### src/include/camera_defs.svh
`ifndef CAMERA_DEFS_SVH
`define CAMERA_DEFS_SVH

// active frame size in pixels and lines
`define FRAME_W 320
`define FRAME_H 180

// index widths for column and line
`define HCOUNT_W 9
`define VCOUNT_W 8

// pink window on the cr channel, inclusive
`define CR_LOWER 8'hA0
`define CR_UPPER 8'hF0

// crosshair paint, white in rgb565
`define CROSS_COLOR 16'hFFFF

// coordinate sum width
// frame area times largest coordinate fits in 25 bits
`define SUM_W 25

`endif

### src/design/camera_pkg.sv
`include "camera_defs.svh"

package camera_pkg;

   // plain vectors
   typedef logic [7:0] cam_byte_t;
   typedef logic [15:0] rgb565_t;
   typedef logic [`HCOUNT_W-1:0] hcount_t;
   typedef logic [`VCOUNT_W-1:0] vcount_t;
   typedef logic [7:0] chroma_t;
   typedef logic [`SUM_W-1:0] coord_sum_t;
   typedef logic [15:0] pix_count_t;

   // one camera pixel with its raster position
   typedef struct packed {
      logic valid;
      hcount_t hcount;
      vcount_t vcount;
      rgb565_t data;
   } cam_pixel_t;

   // pixel plus its pink mask bit
   typedef struct packed {
      cam_pixel_t pix;
      logic mask;
   } mask_pixel_t;

   // center of mass of one frame
   typedef struct packed {
      hcount_t x;
      vcount_t y;
   } com_t;

   // divider sequencing
   typedef enum logic [1:0] {
      IDLE,
      DIVIDE,
      DONE
   } div_state_t;

endpackage

### src/design/camera_tracker.sv
`include "camera_defs.svh"

module camera_tracker import camera_pkg::*; (
   input logic clk_camera,
   input logic sys_rst_camera,
   input cam_byte_t camera_d_i,
   input logic cam_pclk_i,
   input logic cam_hsync_i,
   input logic cam_vsync_i,
   output mask_pixel_t out_o,
   output com_t com_o,
   output logic com_valid_o
);

   // assembled camera pixels
   cam_pixel_t cam_pix;
   // pixels with pink mask
   mask_pixel_t mask_pix;

   pixel_reconstruct pixel_reconstruct_i (
      .clk_camera(clk_camera),
      .sys_rst_camera(sys_rst_camera),
      .camera_d_i(camera_d_i),
      .cam_pclk_i(cam_pclk_i),
      .cam_hsync_i(cam_hsync_i),
      .cam_vsync_i(cam_vsync_i),
      .pixel_o(cam_pix)
   );

   chroma_threshold chroma_threshold_i (
      .clk_camera(clk_camera),
      .sys_rst_camera(sys_rst_camera),
      .pixel_i(cam_pix),
      .pixel_o(mask_pix)
   );

   // center also feeds the top-level ports
   center_of_mass center_of_mass_i (
      .clk_camera(clk_camera),
      .sys_rst_camera(sys_rst_camera),
      .pixel_i(mask_pix),
      .com_o(com_o),
      .com_valid_o(com_valid_o)
   );

   crosshair_overlay crosshair_overlay_i (
      .clk_camera(clk_camera),
      .sys_rst_camera(sys_rst_camera),
      .pixel_i(mask_pix),
      .com_i(com_o),
      .com_valid_i(com_valid_o),
      .pixel_o(out_o)
   );

endmodule

### src/design/center_of_mass.sv
`include "camera_defs.svh"

module center_of_mass import camera_pkg::*; (
   input logic clk_camera,
   input logic sys_rst_camera,
   input mask_pixel_t pixel_i,
   output com_t com_o,
   output logic com_valid_o
);

   // remainder (16 bits) on top of dividend/quotient
   localparam int DIV_W = `SUM_W + 16;
   localparam int STEP_W = $clog2(`SUM_W);
   localparam logic [STEP_W-1:0] LAST_STEP = STEP_W'(`SUM_W - 1);

   // running sums for the current frame
   coord_sum_t x_acc;
   coord_sum_t y_acc;
   pix_count_t cnt;

   // sums including the current pixel
   coord_sum_t x_next;
   coord_sum_t y_next;
   pix_count_t cnt_next;

   logic hit;
   logic frame_end;

   // divider working registers
   logic [DIV_W-1:0] x_div;
   logic [DIV_W-1:0] y_div;
   pix_count_t div_d;
   logic [STEP_W-1:0] step;
   div_state_t state;

   // one restoring step: shift in next dividend bit, try subtract
   function automatic logic [DIV_W-1:0] div_step(input logic [DIV_W-1:0] rq,
                                                 input pix_count_t d);
      logic [16:0] trial;
      logic q_bit;
      trial = {rq[DIV_W-1 -: 16], rq[`SUM_W-1]};
      q_bit = 1'b0;
      if (trial >= {1'b0, d}) begin
         trial = trial - {1'b0, d};
         q_bit = 1'b1;
      end
      return {trial[15:0], rq[`SUM_W-2:0], q_bit};
   endfunction

   assign hit = pixel_i.pix.valid & pixel_i.mask;
   assign frame_end = pixel_i.pix.valid
                    && (pixel_i.pix.hcount == hcount_t'(`FRAME_W - 1))
                    && (pixel_i.pix.vcount == vcount_t'(`FRAME_H - 1));

   assign x_next = hit ? x_acc + coord_sum_t'(pixel_i.pix.hcount) : x_acc;
   assign y_next = hit ? y_acc + coord_sum_t'(pixel_i.pix.vcount) : y_acc;
   assign cnt_next = hit ? cnt + pix_count_t'(1) : cnt;

   // accumulation, keeps pace with the pixel stream
   always_ff @(posedge clk_camera) begin
      if (sys_rst_camera) begin
         x_acc <= '0;
         y_acc <= '0;
         cnt <= '0;
      end else if (frame_end) begin
         // totals move to the divider, frame restarts clean
         x_acc <= '0;
         y_acc <= '0;
         cnt <= '0;
      end else begin
         x_acc <= x_next;
         y_acc <= y_next;
         cnt <= cnt_next;
      end
   end

   // divider datapath
   always_ff @(posedge clk_camera) begin
      if (frame_end) begin
         x_div <= {16'd0, x_next};
         y_div <= {16'd0, y_next};
         div_d <= cnt_next;
      end else if (state == DIVIDE) begin
         x_div <= div_step(x_div, div_d);
         y_div <= div_step(y_div, div_d);
      end
   end

   // divider sequencing
   always_ff @(posedge clk_camera) begin
      if (sys_rst_camera) begin
         state <= IDLE;
         step <= '0;
      end else if (frame_end && (cnt_next != '0)) begin
         // empty frames never start a division
         state <= DIVIDE;
         step <= '0;
      end else begin
         case (state)
            DIVIDE: begin
               step <= step + STEP_W'(1);
               if (step == LAST_STEP) begin
                  state <= DONE;
               end
            end
            DONE: begin
               state <= IDLE;
            end
            default: begin
               state <= IDLE;
            end
         endcase
      end
   end

   // quotients sit in the low bits, means never exceed the frame size
   assign com_o.x = x_div[`HCOUNT_W-1:0];
   assign com_o.y = y_div[`VCOUNT_W-1:0];
   assign com_valid_o = (state == DONE);

endmodule

### src/design/chroma_threshold.sv
`include "camera_defs.svh"

module chroma_threshold import camera_pkg::*; (
   input logic clk_camera,
   input logic sys_rst_camera,
   input cam_pixel_t pixel_i,
   output mask_pixel_t pixel_o
);

   // 5-6-5 fields widened to 8 bits, low bits zero
   chroma_t red;
   chroma_t green;
   chroma_t blue;

   // 112r - 94g - 18b, signed
   logic signed [17:0] weighted;
   logic signed [17:0] s1_weighted;
   cam_pixel_t s1_pix;

   // cr before clamping
   logic signed [17:0] cr_wide;
   chroma_t cr;

   assign red = {pixel_i.data[15:11], 3'b000};
   assign green = {pixel_i.data[10:5], 2'b00};
   assign blue = {pixel_i.data[4:0], 3'b000};

   assign weighted = 18'sd112 * $signed({10'd0, red})
                   - 18'sd94 * $signed({10'd0, green})
                   - 18'sd18 * $signed({10'd0, blue});

   // stage 1: products
   always_ff @(posedge clk_camera) begin
      s1_pix <= pixel_i;
      s1_weighted <= weighted;
      if (sys_rst_camera) begin
         s1_pix.valid <= 1'b0;
      end
   end

   // offset by 128 * 256, then floor divide by 256
   assign cr_wide = (s1_weighted + 18'sd32768) >>> 8;

   always_comb begin
      if (cr_wide < 18'sd0) begin
         cr = 8'd0;
      end else if (cr_wide > 18'sd255) begin
         cr = 8'd255;
      end else begin
         cr = cr_wide[7:0];
      end
   end

   // stage 2: window compare
   always_ff @(posedge clk_camera) begin
      pixel_o.pix <= s1_pix;
      pixel_o.mask <= (cr >= `CR_LOWER) && (cr <= `CR_UPPER);
      if (sys_rst_camera) begin
         pixel_o.pix.valid <= 1'b0;
      end
   end

endmodule

### src/design/crosshair_overlay.sv
`include "camera_defs.svh"

module crosshair_overlay import camera_pkg::*; (
   input logic clk_camera,
   input logic sys_rst_camera,
   input mask_pixel_t pixel_i,
   input com_t com_i,
   input logic com_valid_i,
   output mask_pixel_t pixel_o
);

   // last center reported
   com_t com_q;
   // set once the first center arrives
   logic seen;
   logic on_cross;

   // pixel on the center's column or line
   assign on_cross = seen
                   && ((pixel_i.pix.hcount == com_q.x)
                   || (pixel_i.pix.vcount == com_q.y));

   always_ff @(posedge clk_camera) begin
      pixel_o <= pixel_i;
      if (on_cross) begin
         pixel_o.pix.data <= `CROSS_COLOR;
      end
      // center only moves on a new result
      if (com_valid_i) begin
         com_q <= com_i;
      end
      if (sys_rst_camera) begin
         seen <= 1'b0;
         pixel_o.pix.valid <= 1'b0;
      end else if (com_valid_i) begin
         seen <= 1'b1;
      end
   end

endmodule

### src/design/pixel_reconstruct.sv
`include "camera_defs.svh"

module pixel_reconstruct import camera_pkg::*; (
   input logic clk_camera,
   input logic sys_rst_camera,
   input cam_byte_t camera_d_i,
   input logic cam_pclk_i,
   input logic cam_hsync_i,
   input logic cam_vsync_i,
   output cam_pixel_t pixel_o
);

   // two-flop synchronizers on the data pins
   cam_byte_t d_meta;
   cam_byte_t d_sync;

   // control pin shift registers
   // bit 0 meta, bit 1 sync, bit 2 previous sync value
   logic [2:0] pclk_q;
   logic [2:0] hsync_q;
   logic [1:0] vsync_q;

   // high byte of the pixel being assembled
   cam_byte_t hi_byte;
   // low while waiting for the high byte
   logic phase;
   hcount_t col;
   vcount_t line;

   logic pclk_rise;
   logic hsync_fall;
   logic byte_take;

   always_ff @(posedge clk_camera) begin
      d_meta <= camera_d_i;
      d_sync <= d_meta;
      if (sys_rst_camera) begin
         pclk_q <= '0;
         hsync_q <= '0;
         vsync_q <= '0;
      end else begin
         pclk_q <= {pclk_q[1:0], cam_pclk_i};
         hsync_q <= {hsync_q[1:0], cam_hsync_i};
         vsync_q <= {vsync_q[0], cam_vsync_i};
      end
   end

   // edges seen on the synchronized copies
   assign pclk_rise = pclk_q[1] & ~pclk_q[2];
   assign hsync_fall = ~hsync_q[1] & hsync_q[2];
   // bytes only count inside an active line
   assign byte_take = pclk_rise & hsync_q[1];

   always_ff @(posedge clk_camera) begin
      // byte capture and pixel fields
      if (byte_take && !phase) begin
         hi_byte <= d_sync;
      end
      if (byte_take && phase) begin
         pixel_o.hcount <= col;
         pixel_o.vcount <= line;
         pixel_o.data <= {hi_byte, d_sync};
      end
      if (sys_rst_camera) begin
         phase <= 1'b0;
         col <= '0;
         line <= '0;
         pixel_o.valid <= 1'b0;
      end else begin
         pixel_o.valid <= 1'b0;
         if (vsync_q[1]) begin
            // frame blanking restarts the raster
            col <= '0;
            line <= '0;
            phase <= 1'b0;
         end else if (hsync_fall) begin
            // end of line
            col <= '0;
            line <= line + vcount_t'(1);
            phase <= 1'b0;
         end else if (byte_take) begin
            phase <= ~phase;
            if (phase) begin
               // low byte completes the pixel
               pixel_o.valid <= 1'b1;
               col <= col + hcount_t'(1);
            end
         end
      end
   end

endmodule

### config.mk
export PLATFORM = sky130hd
export DESIGN_NAME = camera_tracker
export DESIGN_NICKNAME = d
export VERILOG_FILES = /design/src/design/camera_pkg.sv /design/src/design/camera_tracker.sv /design/src/design/center_of_mass.sv /design/src/design/chroma_threshold.sv /design/src/design/crosshair_overlay.sv /design/src/design/pixel_reconstruct.sv
export VERILOG_INCLUDE_DIRS = /design/src /design/src/include
export SDC_FILE = /design/constraint.sdc
export NUM_CORES = 1
export LEC_CHECK = 0
export ABC_AREA = 1
export BUFFER_PORTS_ARGS = -buffer_cell sky130_fd_sc_hd__buf_2
export CELL_PAD_IN_SITES_DETAIL_PLACEMENT = 1
export CELL_PAD_IN_SITES_GLOBAL_PLACEMENT = 2
export CORE_MARGIN = 5
export CORE_UTILIZATION = 30
export CTS_BUF_LIST = sky130_fd_sc_hd__clkbuf_4
export DETAILED_ROUTE_END_ITERATION = 12
export PLACE_DENSITY_LB_ADDON = 0.1
export SLEW_MARGIN = 15
export SYNTH_ARGS = -nofsm -noshare
export SYNTH_HDL_FRONTEND = slang
export SYNTH_HIERARCHICAL = 1
export SYNTH_SLANG_ARGS = --single-unit
export TNS_END_PERCENT = 20
### constraint.sdc
create_clock -name clk_camera -period 6 [get_ports clk_camera]
set_input_delay 0.3 -clock clk_camera [delete_from_list [all_inputs] [get_ports clk_camera]]
set_output_delay 0.3 -clock clk_camera [all_outputs]
set_load 0.01 [all_outputs]
==> results.cfg, run 1 <==
[final_layout]
nets = 2425
final_cell_mix = nand2_1 (538), dfxtp_1 (263), inv_1 (247), nor2_1 (191), clkbuf_4 (180)
final_area_sq_um = 21300
n_fill_cell = 7198
layout-drive-gt1-share_pct = 14.2
seq_area_sq_um = 8990
multiInputGateArea_sq_um = 8150
fin_cells = 3168
area_growth_pct = 15.5
layout_commonest_cell = nand2_1

[yosys]
avgSynthCellArea_sq_um = 8.67
syn_nets = 2267
synth_edf_count = 124
synth-async-reset-ratio_pct = 0
synth_area_sq_um = 18400
ys_types = 53
seq_area_frac_synth_pct = 48.8
dominantRegCellSynth = dfxtp_1
yosysWarningCount = 6
synth-seq-cells = 387
syn_inst = 2127

[placement]
io_buffers = 65
placed_cell_area_sq_um = 19500
post-dp-hpwl_um = 35600
post-place-cells = 2932
place_congestion = 0.749

[sta]
max_slew.worst_pin.slew_ps = 888
rsz0062_at_grt = no
hold_viol_final = 0
tns_ps = 0
whs_ps = 319
fin_crit_ps = 5370
drv_slew = 0
setup_viol = 0
fmax_ghz = 0.186
slew_headroom_pct = 40.8
fin_crit_sh_pct = 89.5
skew_ps = 47.6

[clock_network]
root_buffer = clkbuf_4
clkTransAtPathRegs_ps = 70
clkLatencyLatePin_ps = 890
tritoncts = done
htreeDepth = 3
clkSinkCount = 387
cts_buffers = 110
clock_tree.buffer_depth = 3

[power_and_ir_drop]
power_frac_seq_pct = 49.7
p_per_area_nw_per_um2 = 256
p_int_uw = 4170
switching_share_pct = 23.6
total_power_uw = 5460
power.leakage_uw = 0.00953
vdd_ir_drop_max_mv = 0.176
power_frac_comb_pct = 2.3
power.switching_uw = 1290
clkPwrFrac_pct = 48.0

[global_routing]
grt_use_met3_pct = 3.60
grt_max_degree = 69
grt_use_met2_pct = 24.3
grt_usage_pct = 15.0
grt_pass1_vias = 15300
antenna_found_initial = 2
grt_pass1_wl_um = 81300
met1_usage_pct = 20.2
grt.overflow.total = 0
top_usage_layer = met2

[floorplan]
core_area_sq_um = 60600
fp.dieArea_sq_um = 66500
die_w_um = 258
start_util_pct = 30.4
die_h_um = 258
num_io_pins = 66
rows = 90

[setup_path]
required_ps = 6730
start_kind = flop
critPathKind = flop to flop
critical_path_arrival_ps = 6100
reg2reg_depth = 25
reg2reg_slack_ps = 630
critPathCaptureType = flop
r2r-start = pixel_reconstruct_i/pixel_o[8]$_DFFE_PP_
reg2reg_to = chroma_threshold_i/s1_weighted[15]$_DFF_P_
critPathMaxFanout = 5

[min_path]
worst_hold_path.num_cells = 0
worstHoldStart = chroma_threshold_i/s1_pix[16]$_DFF_P_
hold_path_class = flop to flop
min_to = chroma_threshold_i/pixel_o[17]$_DFF_P_

[run_status]
status = complete, no violations

[routing]
vias = 14300
wl_per_cell_um = 15.6
dr.pass1.iters = 4
drc_errors = 0
drt-vias-per-instance = 4.53
ant_nets = 0
drtIter0Drc = 415
wl_um = 49400

[job]
cap_violations = 0
[cells by family (layout without fill, tap and decap cells)]
family	after synthesis	after routing	synth area share, %
simple gates	985	985	23.6
other cells	0	5	0
fa+ha+maj	127	127	9.44
flops	387	387	48.8
mux	5	5	0.272
buf+inv	312	566	7.11
compound gates	221	221	6.57
xor+xnor	90	90	4.28
[synth_stat cells, types with 17 or more instances]
cell type,n,share of area (%)
a21oi_1,92,2.5
buf_4,17,0.69
dfxtp_1,263,29
edfxtp_1,124,20
fa_1,20,2.2
ha_1,107,7.3
inv_1,248,5.1
nand2_1,538,11
nand3_1,116,3.1
nand3b_1,19,0.77
nand4_1,29,0.98
nor2_1,194,4.0
nor3_1,22,0.60
o21ai_0,61,1.7
o21ai_1,32,0.87
xnor2_1,39,1.9
xor2_1,51,2.4
[final cells by class]
| class | count | share of cell area [%] |
|---|---|---|
| clock buffer | 180 | 6.35 |
| tap | 782 | 4.60 |
| clock inverter | 28 | 0.946 |
| multi-input combinational | 1428 | 38.3 |
| inverter | 259 | 4.57 |
| timing repair buffer | 99 | 3.00 |
| sequential | 387 | 42.2 |
| antenna | 5 | 0.0588 |
[metal layers]
layer	wire (um)	part of all wire, %	vias up
met1	24000	49	6817
met3	1840	3.7	75
met2	22400	45	180
met4	1050	2.1	0
met5	0	0	-
li1	-	-	7277
[stage by stage]
| stage | utilization [%] | setup WS [ps] |
|---|---|---|
| 6_report | 35.1 | 630 |
| 4_1_cts | 35.1 | 528 |
| 2_1_floorplan | - | 1100 |
| 3_3_place_gp | 32.2 | 732 |
| 5_1_grt | 35.1 | 159 |
| 3_5_place_dp | 32.2 | 600 |
[how the worst max path moves through the flow]
stage          cells past startpoint                                    endpoint  slack, ps                                startpoint
6_report                          25  chroma_threshold_i/s1_weighted[15]$_DFF_P_        630  pixel_reconstruct_i/pixel_o[8]$_DFFE_PP_
5_1_grt                           26  chroma_threshold_i/s1_weighted[15]$_DFF_P_        160  pixel_reconstruct_i/pixel_o[8]$_DFFE_PP_
4_1_cts                           25  chroma_threshold_i/s1_weighted[15]$_DFF_P_        530  pixel_reconstruct_i/pixel_o[8]$_DFFE_PP_
3_5_place_dp                      26  chroma_threshold_i/s1_weighted[15]$_DFF_P_        600  pixel_reconstruct_i/pixel_o[8]$_DFFE_PP_
3_3_place_gp                      25  chroma_threshold_i/s1_weighted[15]$_DFF_P_        730  pixel_reconstruct_i/pixel_o[8]$_DFFE_PP_
2_1_floorplan                     24  chroma_threshold_i/s1_weighted[15]$_DFF_P_       1100  pixel_reconstruct_i/pixel_o[8]$_DFFE_PP_
[power groups by stage]
stage | Clock, uW | Combinational [uW] | Sequential (uW)
2_1_floorplan | 0 | 86.6 | 2770
3_3_place_gp | 0 | 114 | 2770
3_5_place_dp | 0 | 116 | 2770
4_1_cts | 2780 | 128 | 2710
5_1_grt | 2920 | 142 | 2710
6_report | 2620 | 125 | 2710
[worst max-delay path, stage by stage, from the launching register on]
cell,delay (ps)
edfxtp_1,460
inv_1,130
fa_1,550
fa_1,540
fa_1,550
inv_1,40
ha_1,340
a21oi_1,160
nand2_1,110
xnor2_1,150
ha_1,370
nand2_1,90
nor2_2,150
nand2_1,80
nand3_2,90
nand3_1,70
nand3_1,90
xor2_1,200
ha_1,300
nand2_1,110
nor2_1,60
and3_2,240
nor2_8,150
nand3_4,100
nand2_2,60
nand2_1,50
[sequential cells by signal, indices dropped and copies added (netlist names), 9 cells and up]
| name | cells |
|---|---|
| center_of_mass_i/x_div | 41 |
| center_of_mass_i/y_div | 41 |
| chroma_threshold_i/pixel_o | 35 |
| crosshair_overlay_i/pixel_o | 35 |
| chroma_threshold_i/s1_pix | 34 |
| pixel_reconstruct_i/pixel_o | 34 |
| center_of_mass_i/x_acc | 25 |
| center_of_mass_i/y_acc | 25 |
| crosshair_overlay_i/com_q | 17 |
| center_of_mass_i/cnt | 16 |
| center_of_mass_i/div_d | 16 |
| chroma_threshold_i/s1_weighted | 10 |
| pixel_reconstruct_i/col | 9 |
[timing repair]
item,CTS,global route
hold buffers,23,0
setup endpoints to repair,0,0
buffers inserted,0,0
gates resized for setup,0,0
endpoints found under the hold margin,29,0
Note: power is estimated with default switching activity, not from simulation.
==> inputs of run 2 (changes only) <==
CELL_PAD_IN_SITES_DETAIL_PLACEMENT = 0   (was 1)
CELL_PAD_IN_SITES_GLOBAL_PLACEMENT = 1   (was 2)
==> run 2 against run 1 <==
Clock-buffer cell count shrank 11. Power shrank 1.7%. Global-route usage shrank 1.5 points. Hold slack gained 3.7 ps. First-iteration DRC count grew 30%. Setup slack gained 78 ps. Combinational power is essentially flat. Register-to-register slack gained 80 ps. Largest power group unchanged. Critical endpoint is now chroma_threshold_i/s1_weighted[14]$_DFF_P_. Flip-flop and latch count is the same.
==> results.cfg, run 2 (synthesis gave the netlist of run 1 again) <==
[run_status]
status = complete, no violations

[setup_path]
required_ps = 6720
critPathMaxFanout = 5
critPathCaptureType = flop
start_kind = flop
critical_path_arrival_ps = 6010
critPathKind = flop to flop

[sta]
fmax_ghz = 0.189
drv_slew = 0
fin_crit_ps = 5290
tns_ps = 0
skew_ps = 66.0
setup_viol = 0
hold_viol_final = 0
slew_headroom_pct = 34.3
max_slew.worst_pin.slew_ps = 983
fin_crit_sh_pct = 88.2
rsz0062_at_grt = no

[final_layout]
area_growth_pct = 15.1
n_fill_cell = 6416
layout-drive-gt1-share_pct = 13.7
fin_cells = 3157
layout_commonest_cell = nand2_1
final_cell_mix = nand2_1 (538), dfxtp_1 (263), inv_1 (247), nor2_1 (191), clkbuf_4 (169)
nets = 2419
reg_top3 = center_of_mass_i/x_div (41), center_of_mass_i/y_div (41)

[clock_network]
clkTransAtPathRegs_ps = 70
clkSinkCount = 387
ctsResizeCount = 0
clkLatencyLatePin_ps = 870
tritoncts = done
root_buffer = clkbuf_4
cts_buffers = 108
clock_tree.buffer_depth = 3
htreeDepth = 3

[global_routing]
grt_usage_pct = 13.5
antenna_found_initial = 1
grt_pass1_vias = 14100
grt_pass1_wl_um = 73200
grt_max_degree = 50
grt.overflow.total = 0

[routing]
drt-vias-per-instance = 4.41
vias = 13900
ant_nets = 0
wl_um = 44800
dr.pass1.iters = 4
drc_errors = 0
wl_per_cell_um = 14.2
drtIter0Drc = 541

[min_path]
hold_path_class = flop to flop

[power_and_ir_drop]
p_per_area_nw_per_um2 = 253
power_frac_comb_pct = 2.3
power_frac_seq_pct = 50.5
p_int_uw = 4100
switching_share_pct = 23.7
vdd_ir_drop_max_mv = 0.150
power.switching_uw = 1270
clkPwrFrac_pct = 47.2
power.leakage_uw = 0.00947

[floorplan]
start_util_pct = 30.4
core_area_sq_um = 60600
num_io_pins = 66
die_h_um = 258
rows = 90
fp.dieArea_sq_um = 66500
die_w_um = 258

[placement]
post-place-cells = 2928
place_congestion = 0.779
post-dp-hpwl_um = 31600
io_buffers = 65

[job]
cap_violations = 0
==> run 2: cell count changes in the layout (fill, tap and decap cells not counted), sizes merged <==
cell,delta
clkbuf,-11
clkinv,+6
buf,-4
diode,-2
==> run 2: routing by layer <==
layer  track usage [%]  vias up  wire [um]
li1                  -     7245          -
met1              18.0     6417      21900
met2              21.6      182      20100
met3              3.54       82       1820
met4              4.11        0        975
met5                 0        -          0
==> run 2: final cells by class <==
cell class | count | area (sq um) | area share (%)
diodes | 3 | 7.51 | 0.0354
flip-flops and latches | 387 | 8990 | 42.4
multi-input cells | 1428 | 8160 | 38.5
clock inverters | 34 | 229 | 1.08
well taps | 782 | 978 | 4.61
repair buffers | 95 | 608 | 2.87
clock buffers | 169 | 1270 | 5.98
inverters | 259 | 972 | 4.58
==> run 2: worst max-delay path, stage by stage (launching register included) <==
cell	delay [ps]
edfxtp_1	440
inv_1	130
fa_1	610
inv_1	70
fa_1	480
inv_1	60
fa_1	530
inv_1	40
ha_1	350
a21oi_1	180
o21ai_2	100
xor2_1	150
ha_1	350
a21oi_1	210
o21ai_1	120
a21oi_1	160
xnor2_1	150
ha_1	300
nand2_1	110
nor2_1	60
nand2_1	70
nand3_1	160
nor2_8	170
nand2_1	70
nand3_1	60
nand2_1	50
==> run 2: power groups by stage <==
stage          logic, uW  registers, uW  clock network, uW
3_5_place_dp         113           2770                  0
2_1_floorplan       86.6           2770                  0
6_report             122           2710               2530
3_3_place_gp         113           2770                  0
4_1_cts              125           2710               2680
5_1_grt              140           2710               2820
==> run 2: path summary, 6_finish.rpt <==
kind	startpoint	to	slack (ps)	cells after the start
min reg2reg	chroma_threshold_i/s1_pix[4]$_DFF_P_	chroma_threshold_i/pixel_o[5]$_DFF_P_	320	0
max	pixel_reconstruct_i/pixel_o[8]$_DFFE_PP_	chroma_threshold_i/s1_weighted[14]$_DFF_P_	710	25
min	chroma_threshold_i/s1_pix[4]$_DFF_P_	chroma_threshold_i/pixel_o[5]$_DFF_P_	320	0
max reg2reg	pixel_reconstruct_i/pixel_o[8]$_DFFE_PP_	chroma_threshold_i/s1_weighted[14]$_DFF_P_	710	25
==> run 2: timing repair <==
item                      in CTS  in global routing
setup buffers                  0                  0
hold buffers                  23                  0
hold endpoints to repair      27                  0
==> run 2: metrics by stage <==
step	cell area, sq um	util (%)	setup slack (ps)	hold slack, ps	total power (uW)
after global routing	21200	35.0	262	294	5670
after global placement	19500	32.1	769	310	2880
final	21200	35.0	708	323	5370
after CTS	21200	35.0	671	260	5510
after detailed placement	19500	32.1	675	312	2880
after floorplan	18400	-	1100	310	2850
